`src/lb_pkg.sv`:
```
// ~~~~~~~~~~~~~~~~~~~~~~~~~~~~~~~~~~~~~~~~~~~~~~~~~~~~~~~~~~~~~~~~~~~~~~~~~~~~
// Shared constants for the local register bus. Block number is the upper
// address field, and blocks at or above lb_num_children are unmapped
// ~~~~~~~~~~~~~~~~~~~~~~~~~~~~~~~~~~~~~~~~~~~~~~~~~~~~~~~~~~~~~~~~~~~~~~~~~~~~
`default_nettype none

package lb_pkg;

  // Bus geometry
  localparam int lb_data_w      = 32;
  localparam int lb_addr_w      = 12;
  localparam int lb_chld_addr_w = 8;
  localparam int lb_blk_w       = lb_addr_w - lb_chld_addr_w;

  // Block map, child index equals block number
  localparam int lb_num_children = 2;
  localparam int lb_blk_scratch  = 0;
  localparam int lb_blk_timer    = 1;

  // Returned for reads that hit no child
  localparam logic [lb_data_w-1:0] lb_default_rdata = 32'hdeadbabe;

  // Scratch bank, aliases every scratch_num_regs words
  localparam int scratch_num_regs = 8;
  localparam int scratch_idx_w    = $clog2(scratch_num_regs);

  // Timer register offsets
  localparam logic [lb_chld_addr_w-1:0] tmr_reg_count   = 8'h00;
  localparam logic [lb_chld_addr_w-1:0] tmr_reg_compare = 8'h01;
  localparam logic [lb_chld_addr_w-1:0] tmr_reg_status  = 8'h02;
  localparam logic [lb_chld_addr_w-1:0] tmr_reg_control = 8'h03;

  // Host bridge FSM encoding
  localparam logic [1:0] br_st_idle = 2'd0;
  localparam logic [1:0] br_st_wait = 2'd1;
  localparam logic [1:0] br_st_hold = 2'd2;

endpackage

`default_nettype wire

```
`src/lb_host_bridge.sv`:
```
// ~~~~~~~~~~~~~~~~~~~~~~~~~~~~~~~~~~~~~~~~~~~~~~~~~~~~~~~~~~~~~~~~~~~~~~~~~~~~
// One transaction in flight. Request fields are sampled at acceptance only;
// lb_addr and lb_wr_data stay stable until the next acceptance
// ~~~~~~~~~~~~~~~~~~~~~~~~~~~~~~~~~~~~~~~~~~~~~~~~~~~~~~~~~~~~~~~~~~~~~~~~~~~~
`default_nettype none

module lb_host_bridge
  import lb_pkg::*;
(
  input  wire                  clk,
  input  wire                  rst_n,
  input  wire                  req_valid,
  output logic                 req_ready,
  input  wire                  req_write,
  input  wire  [lb_addr_w-1:0] req_addr,
  input  wire  [lb_data_w-1:0] req_wdata,
  output logic                 rsp_valid,
  input  wire                  rsp_ready,
  output logic [lb_data_w-1:0] rsp_rdata,
  output logic                 lb_wr_en,
  output logic                 lb_rd_en,
  output logic [lb_addr_w-1:0] lb_addr,
  output logic [lb_data_w-1:0] lb_wr_data,
  input  wire                  lb_wr_valid,
  input  wire                  lb_rd_valid,
  input  wire  [lb_data_w-1:0] lb_rd_data
);

  logic [1:0] state;
  logic       accept;
  logic       lb_done;

  assign accept  = req_valid & req_ready;
  assign lb_done = lb_wr_valid | lb_rd_valid;

  // Response is pending exactly while holding
  assign rsp_valid = (state == br_st_hold);

  always_ff @(posedge clk or negedge rst_n)
  begin
    if (!rst_n)
    begin
      state     <= br_st_idle;
      req_ready <= 1'b0;
      lb_wr_en  <= 1'b0;
      lb_rd_en  <= 1'b0;
    end
    else
    begin
      // Strobes are single-cycle pulses
      lb_wr_en <= accept & req_write;
      lb_rd_en <= accept & ~req_write;
      case (state)
        br_st_idle:
        begin
          req_ready <= ~accept;
          if (accept)
            state <= br_st_wait;
        end
        br_st_wait:
        begin
          if (lb_done)
            state <= br_st_hold;
        end
        br_st_hold:
        begin
          // Back-pressure point, ready returns with the handshake
          if (rsp_ready)
          begin
            state     <= br_st_idle;
            req_ready <= 1'b1;
          end
        end
        default:
        begin
          state     <= br_st_idle;
          req_ready <= 1'b0;
        end
      endcase
    end
  end

  // Request and response payload
  always_ff @(posedge clk)
  begin
    if (accept)
    begin
      lb_addr    <= req_addr;
      lb_wr_data <= req_wdata;
    end
    // Write completions return zero data
    if (state == br_st_wait && lb_done)
      rsp_rdata <= lb_rd_valid ? lb_rd_data : '0;
  end

  a_strobe_excl : assert property (@(posedge clk) disable iff (!rst_n)
    !(lb_wr_en && lb_rd_en));

  // Completion must match an issued strobe
  a_valid_in_wait : assert property (@(posedge clk) disable iff (!rst_n)
    lb_done |-> (state == br_st_wait));

endmodule

`default_nettype wire

```
`src/lb_splitter.sv`:
```
// ~~~~~~~~~~~~~~~~~~~~~~~~~~~~~~~~~~~~~~~~~~~~~~~~~~~~~~~~~~~~~~~~~~~~~~~~~~~~
// Expects one outstanding access. Unmapped blocks complete one cycle after
// the strobe with lb_default_rdata, in either register_outputs mode
// ~~~~~~~~~~~~~~~~~~~~~~~~~~~~~~~~~~~~~~~~~~~~~~~~~~~~~~~~~~~~~~~~~~~~~~~~~~~~
`default_nettype none

module lb_splitter
  import lb_pkg::*;
#(
  parameter bit register_outputs = 1'b1
) (
  input  wire                       clk,
  input  wire                       rst_n,
  input  wire                       lb_wr_en,
  input  wire                       lb_rd_en,
  input  wire  [lb_addr_w-1:0]      lb_addr,
  input  wire  [lb_data_w-1:0]      lb_wr_data,
  output logic                      lb_wr_valid,
  output logic                      lb_rd_valid,
  output logic [lb_data_w-1:0]      lb_rd_data,
  output logic [lb_num_children-1:0] chld_wr_en,
  output logic [lb_num_children-1:0] chld_rd_en,
  output logic [lb_chld_addr_w-1:0] chld_addr    [lb_num_children],
  output logic [lb_data_w-1:0]      chld_wr_data [lb_num_children],
  input  wire  [lb_num_children-1:0] chld_wr_valid,
  input  wire  [lb_num_children-1:0] chld_rd_valid,
  input  wire  [lb_data_w-1:0]      chld_rd_data [lb_num_children]
);

  logic [lb_blk_w-1:0]        blk;
  logic [lb_blk_w-1:0]        blk_q;
  logic [lb_chld_addr_w-1:0]  child_addr;
  logic [lb_num_children-1:0] strb_sel;
  logic [lb_num_children-1:0] rsp_sel;
  logic [lb_data_w-1:0]       gated_rd_data [lb_num_children];
  logic [lb_data_w-1:0]       merged_rd_data;
  logic                       merged_wr_valid;
  logic                       merged_rd_valid;
  logic                       unm_wr;
  logic                       unm_rd;

  assign {blk, child_addr} = lb_addr;

  // Strobe routing from live address, response gating from latched block
  for (genvar i = 0; i < lb_num_children; i++)
  begin : g_sel
    assign strb_sel[i]      = (blk == lb_blk_w'(i));
    assign rsp_sel[i]       = (blk_q == lb_blk_w'(i));
    assign gated_rd_data[i] = chld_rd_data[i] & {lb_data_w{rsp_sel[i]}};
  end

  assign unm_wr          = lb_wr_en & ~(|strb_sel);
  assign unm_rd          = lb_rd_en & ~(|strb_sel);
  assign merged_wr_valid = |(chld_wr_valid & rsp_sel);
  assign merged_rd_valid = |(chld_rd_valid & rsp_sel);

  always_comb
  begin
    merged_rd_data = '0;
    for (int i = 0; i < lb_num_children; i++)
      merged_rd_data = merged_rd_data | gated_rd_data[i];
  end

  // Block of the access in flight
  always_ff @(posedge clk or negedge rst_n)
  begin
    if (!rst_n)
      blk_q <= '0;
    else if (lb_wr_en || lb_rd_en)
      blk_q <= blk;
  end

  if (register_outputs)
  begin : g_reg
    always_ff @(posedge clk or negedge rst_n)
    begin
      if (!rst_n)
      begin
        lb_wr_valid <= 1'b0;
        lb_rd_valid <= 1'b0;
        chld_wr_en  <= '0;
        chld_rd_en  <= '0;
      end
      else
      begin
        lb_wr_valid <= unm_wr | merged_wr_valid;
        lb_rd_valid <= unm_rd | merged_rd_valid;
        chld_wr_en  <= strb_sel & {lb_num_children{lb_wr_en}};
        chld_rd_en  <= strb_sel & {lb_num_children{lb_rd_en}};
      end
    end

    always_ff @(posedge clk)
    begin
      lb_rd_data <= unm_rd ? lb_default_rdata : merged_rd_data;
      for (int i = 0; i < lb_num_children; i++)
      begin
        chld_addr[i]    <= child_addr;
        chld_wr_data[i] <= lb_wr_data;
      end
    end
  end
  else
  begin : g_comb
    logic unm_wr_q;
    logic unm_rd_q;

    // Own completion still takes one cycle
    always_ff @(posedge clk or negedge rst_n)
    begin
      if (!rst_n)
      begin
        unm_wr_q <= 1'b0;
        unm_rd_q <= 1'b0;
      end
      else
      begin
        unm_wr_q <= unm_wr;
        unm_rd_q <= unm_rd;
      end
    end

    assign lb_wr_valid = unm_wr_q | merged_wr_valid;
    assign lb_rd_valid = unm_rd_q | merged_rd_valid;
    assign lb_rd_data  = unm_rd_q ? lb_default_rdata : merged_rd_data;
    assign chld_wr_en  = strb_sel & {lb_num_children{lb_wr_en}};
    assign chld_rd_en  = strb_sel & {lb_num_children{lb_rd_en}};

    always_comb
    begin
      for (int i = 0; i < lb_num_children; i++)
      begin
        chld_addr[i]    = child_addr;
        chld_wr_data[i] = lb_wr_data;
      end
    end
  end

  // Only the addressed child may ever answer
  a_one_child : assert property (@(posedge clk) disable iff (!rst_n)
    $onehot0(chld_wr_valid | chld_rd_valid));

endmodule

`default_nettype wire

```
`src/lb_scratch_regs.sv`:
```
// ~~~~~~~~~~~~~~~~~~~~~~~~~~~~~~~~~~~~~~~~~~~~~~~~~~~~~~~~~~~~~~~~~~~~~~~~~~~~
// Only the low scratch_idx_w address bits decode, so registers alias
// ~~~~~~~~~~~~~~~~~~~~~~~~~~~~~~~~~~~~~~~~~~~~~~~~~~~~~~~~~~~~~~~~~~~~~~~~~~~~
`default_nettype none

module lb_scratch_regs
  import lb_pkg::*;
(
  input  wire                       clk,
  input  wire                       rst_n,
  input  wire                       wr_en,
  input  wire                       rd_en,
  input  wire  [lb_chld_addr_w-1:0] addr,
  input  wire  [lb_data_w-1:0]      wr_data,
  output logic                      wr_valid,
  output logic                      rd_valid,
  output logic [lb_data_w-1:0]      rd_data
);

  logic [lb_data_w-1:0]     regs [scratch_num_regs];
  logic [scratch_idx_w-1:0] idx;

  assign idx = addr[scratch_idx_w-1:0];

  // Bank clears to zero
  always_ff @(posedge clk or negedge rst_n)
  begin
    if (!rst_n)
    begin
      for (int i = 0; i < scratch_num_regs; i++)
        regs[i] <= '0;
    end
    else if (wr_en)
    begin
      regs[idx] <= wr_data;
    end
  end

  // One-cycle completion for both directions
  always_ff @(posedge clk or negedge rst_n)
  begin
    if (!rst_n)
    begin
      wr_valid <= 1'b0;
      rd_valid <= 1'b0;
      rd_data  <= '0;
    end
    else
    begin
      wr_valid <= wr_en;
      rd_valid <= rd_en;
      // Zero when idle, so the splitter can OR
      rd_data  <= rd_en ? regs[idx] : '0;
    end
  end

endmodule

`default_nettype wire

```
`src/lb_timer_regs.sv`:
```
// ~~~~~~~~~~~~~~~~~~~~~~~~~~~~~~~~~~~~~~~~~~~~~~~~~~~~~~~~~~~~~~~~~~~~~~~~~~~~
// Reads sample the register two cycles after the strobe. Match sets only
// while enabled; a status write of 1 in bit 0 clears it
// ~~~~~~~~~~~~~~~~~~~~~~~~~~~~~~~~~~~~~~~~~~~~~~~~~~~~~~~~~~~~~~~~~~~~~~~~~~~~
`default_nettype none

module lb_timer_regs
  import lb_pkg::*;
(
  input  wire                       clk,
  input  wire                       rst_n,
  input  wire                       wr_en,
  input  wire                       rd_en,
  input  wire  [lb_chld_addr_w-1:0] addr,
  input  wire  [lb_data_w-1:0]      wr_data,
  output logic                      wr_valid,
  output logic                      rd_valid,
  output logic [lb_data_w-1:0]      rd_data,
  output logic                      timer_match
);

  logic [lb_data_w-1:0]      count;
  logic [lb_data_w-1:0]      compare;
  logic                      enable;
  logic                      rd_pend_q;
  logic [lb_chld_addr_w-1:0] rd_addr_q;
  logic [lb_data_w-1:0]      rd_mux;

  // Register state and write decode
  always_ff @(posedge clk or negedge rst_n)
  begin
    if (!rst_n)
    begin
      count       <= '0;
      compare     <= '0;
      enable      <= 1'b0;
      timer_match <= 1'b0;
      wr_valid    <= 1'b0;
    end
    else
    begin
      wr_valid <= wr_en;
      if (wr_en && addr == tmr_reg_count)
        count <= wr_data;
      else if (enable)
        count <= count + 1'b1;
      if (wr_en && addr == tmr_reg_compare)
        compare <= wr_data;
      if (wr_en && addr == tmr_reg_control)
        enable <= wr_data[0];
      // Clear by write takes priority over a new match
      if (wr_en && addr == tmr_reg_status && wr_data[0])
        timer_match <= 1'b0;
      else if (enable && count == compare)
        timer_match <= 1'b1;
    end
  end

  // Stage one, latch which register is read
  always_ff @(posedge clk or negedge rst_n)
  begin
    if (!rst_n)
      rd_pend_q <= 1'b0;
    else
      rd_pend_q <= rd_en;
  end

  always_ff @(posedge clk)
  begin
    if (rd_en)
      rd_addr_q <= addr;
  end

  always_comb
  begin
    case (rd_addr_q)
      tmr_reg_count:   rd_mux = count;
      tmr_reg_compare: rd_mux = compare;
      tmr_reg_status:  rd_mux = {{(lb_data_w-1){1'b0}}, timer_match};
      tmr_reg_control: rd_mux = {{(lb_data_w-1){1'b0}}, enable};
      default:         rd_mux = '0;
    endcase
  end

  // Stage two, output register
  always_ff @(posedge clk or negedge rst_n)
  begin
    if (!rst_n)
    begin
      rd_valid <= 1'b0;
      rd_data  <= '0;
    end
    else
    begin
      rd_valid <= rd_pend_q;
      rd_data  <= rd_pend_q ? rd_mux : '0;
    end
  end

  a_rd_latency : assert property (@(posedge clk) disable iff (!rst_n)
    rd_valid |-> $past(rd_en, 2));

endmodule

`default_nettype wire

```
`src/lb_subsys.sv`:
```
// ~~~~~~~~~~~~~~~~~~~~~~~~~~~~~~~~~~~~~~~~~~~~~~~~~~~~~~~~~~~~~~~~~~~~~~~~~~~~
// Block 0 is the scratch bank, block 1 the timer, the rest unmapped
// ~~~~~~~~~~~~~~~~~~~~~~~~~~~~~~~~~~~~~~~~~~~~~~~~~~~~~~~~~~~~~~~~~~~~~~~~~~~~
`default_nettype none

module lb_subsys
  import lb_pkg::*;
(
  input  wire                  clk,
  input  wire                  rst_n,
  input  wire                  req_valid,
  output logic                 req_ready,
  input  wire                  req_write,
  input  wire  [lb_addr_w-1:0] req_addr,
  input  wire  [lb_data_w-1:0] req_wdata,
  output logic                 rsp_valid,
  input  wire                  rsp_ready,
  output logic [lb_data_w-1:0] rsp_rdata,
  output logic                 timer_match
);

  // Local bus
  logic                 lb_wr_en;
  logic                 lb_rd_en;
  logic [lb_addr_w-1:0] lb_addr;
  logic [lb_data_w-1:0] lb_wr_data;
  logic                 lb_wr_valid;
  logic                 lb_rd_valid;
  logic [lb_data_w-1:0] lb_rd_data;

  // Child bus, indexed by block number
  logic [lb_num_children-1:0] chld_wr_en;
  logic [lb_num_children-1:0] chld_rd_en;
  logic [lb_chld_addr_w-1:0]  chld_addr     [lb_num_children];
  logic [lb_data_w-1:0]       chld_wr_data  [lb_num_children];
  logic [lb_num_children-1:0] chld_wr_valid;
  logic [lb_num_children-1:0] chld_rd_valid;
  logic [lb_data_w-1:0]       chld_rd_data  [lb_num_children];

  lb_host_bridge lb_host_bridge_i (
    .clk, .rst_n,
    .req_valid, .req_ready, .req_write, .req_addr, .req_wdata,
    .rsp_valid, .rsp_ready, .rsp_rdata,
    .lb_wr_en, .lb_rd_en, .lb_addr, .lb_wr_data,
    .lb_wr_valid, .lb_rd_valid, .lb_rd_data
  );

  lb_splitter #(
    .register_outputs (1'b1)
  ) lb_splitter_i (
    .clk, .rst_n,
    .lb_wr_en, .lb_rd_en, .lb_addr, .lb_wr_data,
    .lb_wr_valid, .lb_rd_valid, .lb_rd_data,
    .chld_wr_en, .chld_rd_en, .chld_addr, .chld_wr_data,
    .chld_wr_valid, .chld_rd_valid, .chld_rd_data
  );

  lb_scratch_regs lb_scratch_regs_i (
    .clk, .rst_n,
    .wr_en    (chld_wr_en[lb_blk_scratch]),
    .rd_en    (chld_rd_en[lb_blk_scratch]),
    .addr     (chld_addr[lb_blk_scratch]),
    .wr_data  (chld_wr_data[lb_blk_scratch]),
    .wr_valid (chld_wr_valid[lb_blk_scratch]),
    .rd_valid (chld_rd_valid[lb_blk_scratch]),
    .rd_data  (chld_rd_data[lb_blk_scratch])
  );

  lb_timer_regs lb_timer_regs_i (
    .clk, .rst_n,
    .wr_en       (chld_wr_en[lb_blk_timer]),
    .rd_en       (chld_rd_en[lb_blk_timer]),
    .addr        (chld_addr[lb_blk_timer]),
    .wr_data     (chld_wr_data[lb_blk_timer]),
    .wr_valid    (chld_wr_valid[lb_blk_timer]),
    .rd_valid    (chld_rd_valid[lb_blk_timer]),
    .rd_data     (chld_rd_data[lb_blk_timer]),
    .timer_match
  );

endmodule

`default_nettype wire

```
`config.mk`:
```
export PLATFORM = sky130hd
export DESIGN_NAME = lb_subsys
export DESIGN_NICKNAME = d
export VERILOG_FILES = /design/src/lb_pkg.sv /design/src/lb_host_bridge.sv /design/src/lb_splitter.sv /design/src/lb_scratch_regs.sv /design/src/lb_timer_regs.sv /design/src/lb_subsys.sv
export SDC_FILE = /design/constraint.sdc
export NUM_CORES = 1
export LEC_CHECK = 0
export BUFFER_PORTS_ARGS = -buffer_cell sky130_fd_sc_hd__buf_2
export CORE_MARGIN = 10
export CORE_UTILIZATION = 55
export DETAILED_ROUTE_END_ITERATION = 10
export HOLD_SLACK_MARGIN = 0.15
export PLACE_DENSITY = 0.84
export SYNTH_ARGS = -nofsm -noshare
export SYNTH_HDL_FRONTEND = slang
export SYNTH_SLANG_ARGS = --single-unit
```
`constraint.sdc`:
```
create_clock -name clk -period 3.3 [get_ports clk]
set_input_delay 0.66 -clock clk [delete_from_list [all_inputs] [get_ports clk]]
set_output_delay 0.66 -clock clk [all_outputs]
set_load 0.03 [all_outputs]
```
# == Word level (Yosys, flattened, before mapping) ==
# Index checks and enable logic that the tools add are counted.
# totals
elab_cells,112
inputBits,49
output_inout_bits,35
regBits,562
# op_classes
n_bitwise,20
eq_ne,14
magnitude_cmp,2
n_addsub,1
muxes,19
reduce_logical,21
# ops
cell,count
bitwise mux 256 bit,1
two-way mux 32 bit,7
one-hot mux 32 bit (4 select lines),1
binary-select mux 32 bit (select 3 bit),1
demux 32 bit (select 3 bit),1
AND 32 bit,2
"adder 32 x 1 -> 32 bit, second input constant",1
equality test 32 bit,1
"equality test 8 x 2 -> 1 bit, second input constant",4
bitwise OR 32 bit,1
"equality test 8 x 1 -> 1 bit, second input constant",2
zero test 8 bit,2
AND 2 bit,4
"equality test 4 x 1 -> 1 bit, second input constant",2
logical AND 1 bit,8
zero test 4 bit,2
two-way mux 2 bit,3
"inequality test 2 x 1 -> 1 bit, second input constant",3
one-hot mux 2 bit (3 select lines),1
OR reduction 2 bit,3
AND 1 bit,5
">= comparator 4 bit, second input constant",1
"< comparator 4 x 1 -> 1 bit, second input constant",1
inverter 1 bit,4
11 further kinds,16

# == Longest topological paths before layout ==
# depth
ltp_word,6
mapped_depth,7
depth_no_buf,6

# == Cells and area by module ==
# From an unflattened synthesis, not the netlist that was laid out.
# unflattened
cells_unflattened,1680
area_unflattened_um2,23249.8
# by_module_without_submodules
mod,seq_area_each_um2,cells_each,area_per_inst_um2,n_inst
lb_scratch_regs,7257.0,887,12615.8,1
lb_timer_regs,2767.7,447,5156.2,1
lb_splitter,1691.6,215,2760.1,1
lb_host_bridge,2407.3,131,2717.6,1

# == Worst setup path before layout ==
# OpenSTA, ideal clock, no wires.
# synth_timing
path_type,register to register
start,reg lb_splitter_i.lb_rd_valid
end,reg lb_host_bridge_i.rsp_rdata[0] (enable)
t_arrival_ns,2.886
slack_ns,-0.056
period_less_slack_ns,3.356
required_time_ns,2.829
setup_ns,0.471
path_stages_with_launch,3
path_buffers,0
cell_sequence,dfrtp_1 > nor2_1 > nor3b_1
# synth_via
elab_chain_len,2
# synth_lines
item,line,source
from (decl),lb_splitter.sv:19,"output logic lb_rd_valid,"
from (signal assigned),lb_splitter.sv:87,lb_rd_valid <= unm_rd | merged_rd_valid;
bitwise OR 1 bit,lb_host_bridge.sv:34,assign lb_done = lb_wr_valid | lb_rd_valid;
logical AND 1 bit,lb_host_bridge.sv:92,if (state == br_st_wait && lb_done)
to (signal assigned),lb_host_bridge.sv:93,rsp_rdata <= lb_rd_valid ? lb_rd_data : '0;
to (decl),lb_host_bridge.sv:19,"output logic [lb_data_w-1:0] rsp_rdata,"
# No other way between the ends.
# A chain may end at the register's enable or synchronous reset.

# == Worst setup path in the final report ==
# layout_timing
start,reg lb_splitter_i.chld_addr[4] (netlist name)
end,reg lb_timer_regs_i.count[24]
# layout_via
elab_chain_len,3
word_cells_on_any_way,4
cone_classes,1 x mux; 3 x reduce/logical
# layout_lines
item,line,source
from (decl),lb_splitter.sv:23,"output logic [lb_chld_addr_w-1:0] chld_addr [lb_num_children],"
"from (signal, indexed assignment)",lb_splitter.sv:98,chld_addr[i] <= child_addr;
zero test 8 bit *,lb_timer_regs.sv:43,if (wr_en && addr == tmr_reg_count)
logical AND 1 bit *,lb_timer_regs.sv:43,
two-way mux 32 bit or nonzero test 2 bit (tied branches),n/a,
to (signal assigned),lb_timer_regs.sv:44,count <= wr_data;
to (signal assigned),lb_timer_regs.sv:46,count <= count + 1'b1;
to (decl),lb_timer_regs.sv:22,logic [lb_data_w-1:0] count;
# Every way passes the cells marked *; elsewhere a longest branch is shown, timed or not.

==> run_results.csv <==
group,metric,value,unit
placed_design,dpl_cell_area,23500,um^2
finish,drive_above_1_share,36.0,%
finish,largest_register,"lb_scratch_regs_i.regs",
yosys,synth_top_flop_cell,"dfrtp_1",
detailed_routing,ant_nets,0,
detailed_routing,drt_wl_total,48600,um
critical_path,critPathRequiredTime,3.77,ns
critical_path,r2r_cells,6,
power,ir_worst_vdd,0.000405,V
timing,worst_slew_pin_slew,1.22,ns
global_route,grt_max_degree,79,
finish,layout.nets,1594,
timing,final-hold-violation-count,0,
power,p_per_area,630,nW/um^2
cts,clk_latency,0.60,ns
timing,relSlewSlack,18.6,%
yosys,synthArstFlopShare,72.2,%
floorplan,core,40800,um^2
detailed_routing,first_pass_iters,5,
finish,fin_area,25400,um^2
detailed_routing,wl_per_cell,22.9,um
timing,grt_setup_unrepaired,"false",
floorplan,start_util,55.5,%
placed_design,placedCellCount,2018,
global_route,grt_usage,19.5,%
cts,cts.sink_count,562,
finish,antenna_cells,0,
detailed_routing,viasPerCell,5.89,
detailed_routing,via_count,12494,
timing,finalCritPeriodShare,74.6,%
global_route,grt_pass1_vias,13231,
yosys,synth_cell_type_count,52,
yosys,synth_area_leaders,"dfrtp_1 45%, mux2_2 13%, edfxtp_1 11%",
critical_path,crit_path_max_fanout,40,
floorplan,io_pins,84,
timing,setup_viol,0,
critical_path,critPathArrivalTime,2.93,ns
floorplan,die_h,223,um
cts,cts_tree,"yes",
yosys,synth_top_area_share,44.8,%
yosys,yosysTopAreaCell,"dfrtp_1",
timing,hold_slack,0.237,ns
timing,fin_crit,2.46,ns
yosys,synth.net_count,1543,
floorplan,core.rowCount,74,
timing,final-max-slew-violation-count,0,
placed_design,gp_congestion,0.881,
yosys,ys_ff_latch,562,
cts,clockBufferDepth,3,
cts,root_buffer,"clkbuf_16",
yosys,yosysWarnings,0,
yosys,synthCells,1493,
finish,syn2layout_area_growth,12.2,%
timing,fmax,0.406,GHz
yosys,avgSynthCellArea,15.2,um^2
critical_path,critPathLaunchType,"register",
timing,tns,0,ns
cts,cts_setup_buffers,0,
global_route,grt_pass1_wl,77400,um
global_route,gr-total-overflow,0,
global_route,antenna_found_initial,0,
placed_design,io_buffers,83,
floorplan,fp.dieW,223,um
cts,clk_pin_slew,0.06,ns
outcome,status,"finished clean",
worst_hold_path,hold_class,"input port to register",
placed_design,dp_hpwl,31100,um
critical_path,worstSetupPathType,"register to register",
run,cap_viol_max_count,0,
finish,largest_register_ffs,256,
critical_path,cp-end-kind,"register",
detailed_routing,drt_iter0_drc,1088,
worst_hold_path,min_path_cells,1,
finish,instances_no_fill,2122,
timing,skew,0.0176,ns
floorplan,die_area,49700,um^2
cts,htree_levels,2,
cts,cts_buffers,55,
yosys,synth_edf_count,84,
detailed_routing,drc,0,
yosys,synth-seq-area-share,62.3,%
power,p_leak,11.8,nW
yosys,syn_area,22700,um^2
## layout by cell type (no fill, tap or decap), types with 4 or more instances in the layout
cell type	instances
edfxtp_1	84
a221o_1	23
clkinv_2	9
nor3_1	13
bufinv_16	5
mux2_1	4
nor2b_1	35
mux4_2	64
nor2_1	85
inv_1	6
mux2_4	30
and3_1	11
buf_4	25
a21oi_1	32
and4_1	4
buf_12	5
xnor2_1	47
mux2i_1	66
xor2_1	15
nand3_1	11
clkbuf_1	16
nor4_1	7
nand2_1	9
mux2_2	260
and2_1	33
clkbuf_16	58
dfrtp_1	406
dfxtp_1	69
buf_2	82
a22oi_1	10
clkbuf_8	9
nand4_1	13
## cell families after synthesis
kind of cell / synth area share (%)
adder cells (fa/ha/maj): 0.0552
XOR/XNOR: 2.40
AND/OR/NAND/NOR: 5.91
AO/OA/AOI/OAI: 2.32
multiplexers: 24.4
flip-flops: 62.3
buffers and inverters: 2.61
## metrics by stage
step	util (%)	setup WS, ns	power [mW]
floorplan	-	1.10	9.13
global placement	57.6	0.980	9.64
detailed placement	57.6	0.863	9.73
CTS	62.3	0.851	16.1
global route	62.3	0.749	16.6
finish	62.3	0.838	16.0
## metal layers
| layer | global-route usage (%) | share of wire [%] |
|---|---|---|
| met3 | 3.18 | 5.8 |
| met5 | 0 | 0 |
| met2 | 31.0 | 48 |
| met4 | 5.19 | 1.7 |
| met1 | 27.4 | 45 |
## path summary, 6_finish.rpt
kind                                           startpoint  slack [ns]                         endpoint
hold reg to reg            lb_host_bridge_i.lb_wr_data[5]        0.33    lb_splitter_i.chld_wr_data[5]
min in group asynchronous                           rst_n        0.64       lb_scratch_regs_i.regs[62]
setup reg to reg               lb_splitter_i.chld_addr[4]        0.84        lb_timer_regs_i.count[24]
setup / recovery               lb_splitter_i.chld_addr[4]        0.84        lb_timer_regs_i.count[24]
hold / removal                              req_wdata[23]        0.24  lb_host_bridge_i.lb_wr_data[23]
max in group asynchronous                           rst_n        1.73       lb_scratch_regs_i.regs[67]
## worst max-delay path, cell delays in order (launching register included)
cell	delay, ns
dfxtp_1	0.32
or4b_4	0.55
nor4_4	0.33
nand2_2	0.52
buf_4	0.40
nor2_1	0.14
a21oi_1	0.06
## cells in the mapped netlist (32+ instances only)
cell type and n:
clkbuf_1 40, nor2b_1 35, dfxtp_1 72, a21oi_1 32, buf_2 42, mux2_2 260, mux2i_1 66, edfxtp_1 84
mux4_2 64, dfrtp_1 406, and2_1 33, xnor2_1 47, nor2_1 85
## where the power goes
group          leakage (nW)  switching (mW)  internal (mW)  total [mW]
Clock                 0.923            2.61           3.81        6.42
Sequential             7.03           0.538           7.66        8.19
Combinational          3.82           0.740          0.659        1.40
## what timing repair did
item / CTS / global route
hold buffers: 1 / 0
gates resized for setup: 0 / 0
endpoints found under the hold margin: 70 / 0
## final cells by class
cell class                 count  area, um^2
inverter                       7        26.3
timing repair buffer         114         723
clock inverter                20         239
tap                          532         666
clock buffer                  83        1640
multi-input combinational    804        8000
fill                        2857       15400
sequential                   562       14100
(Power assumes the default switching activity.)
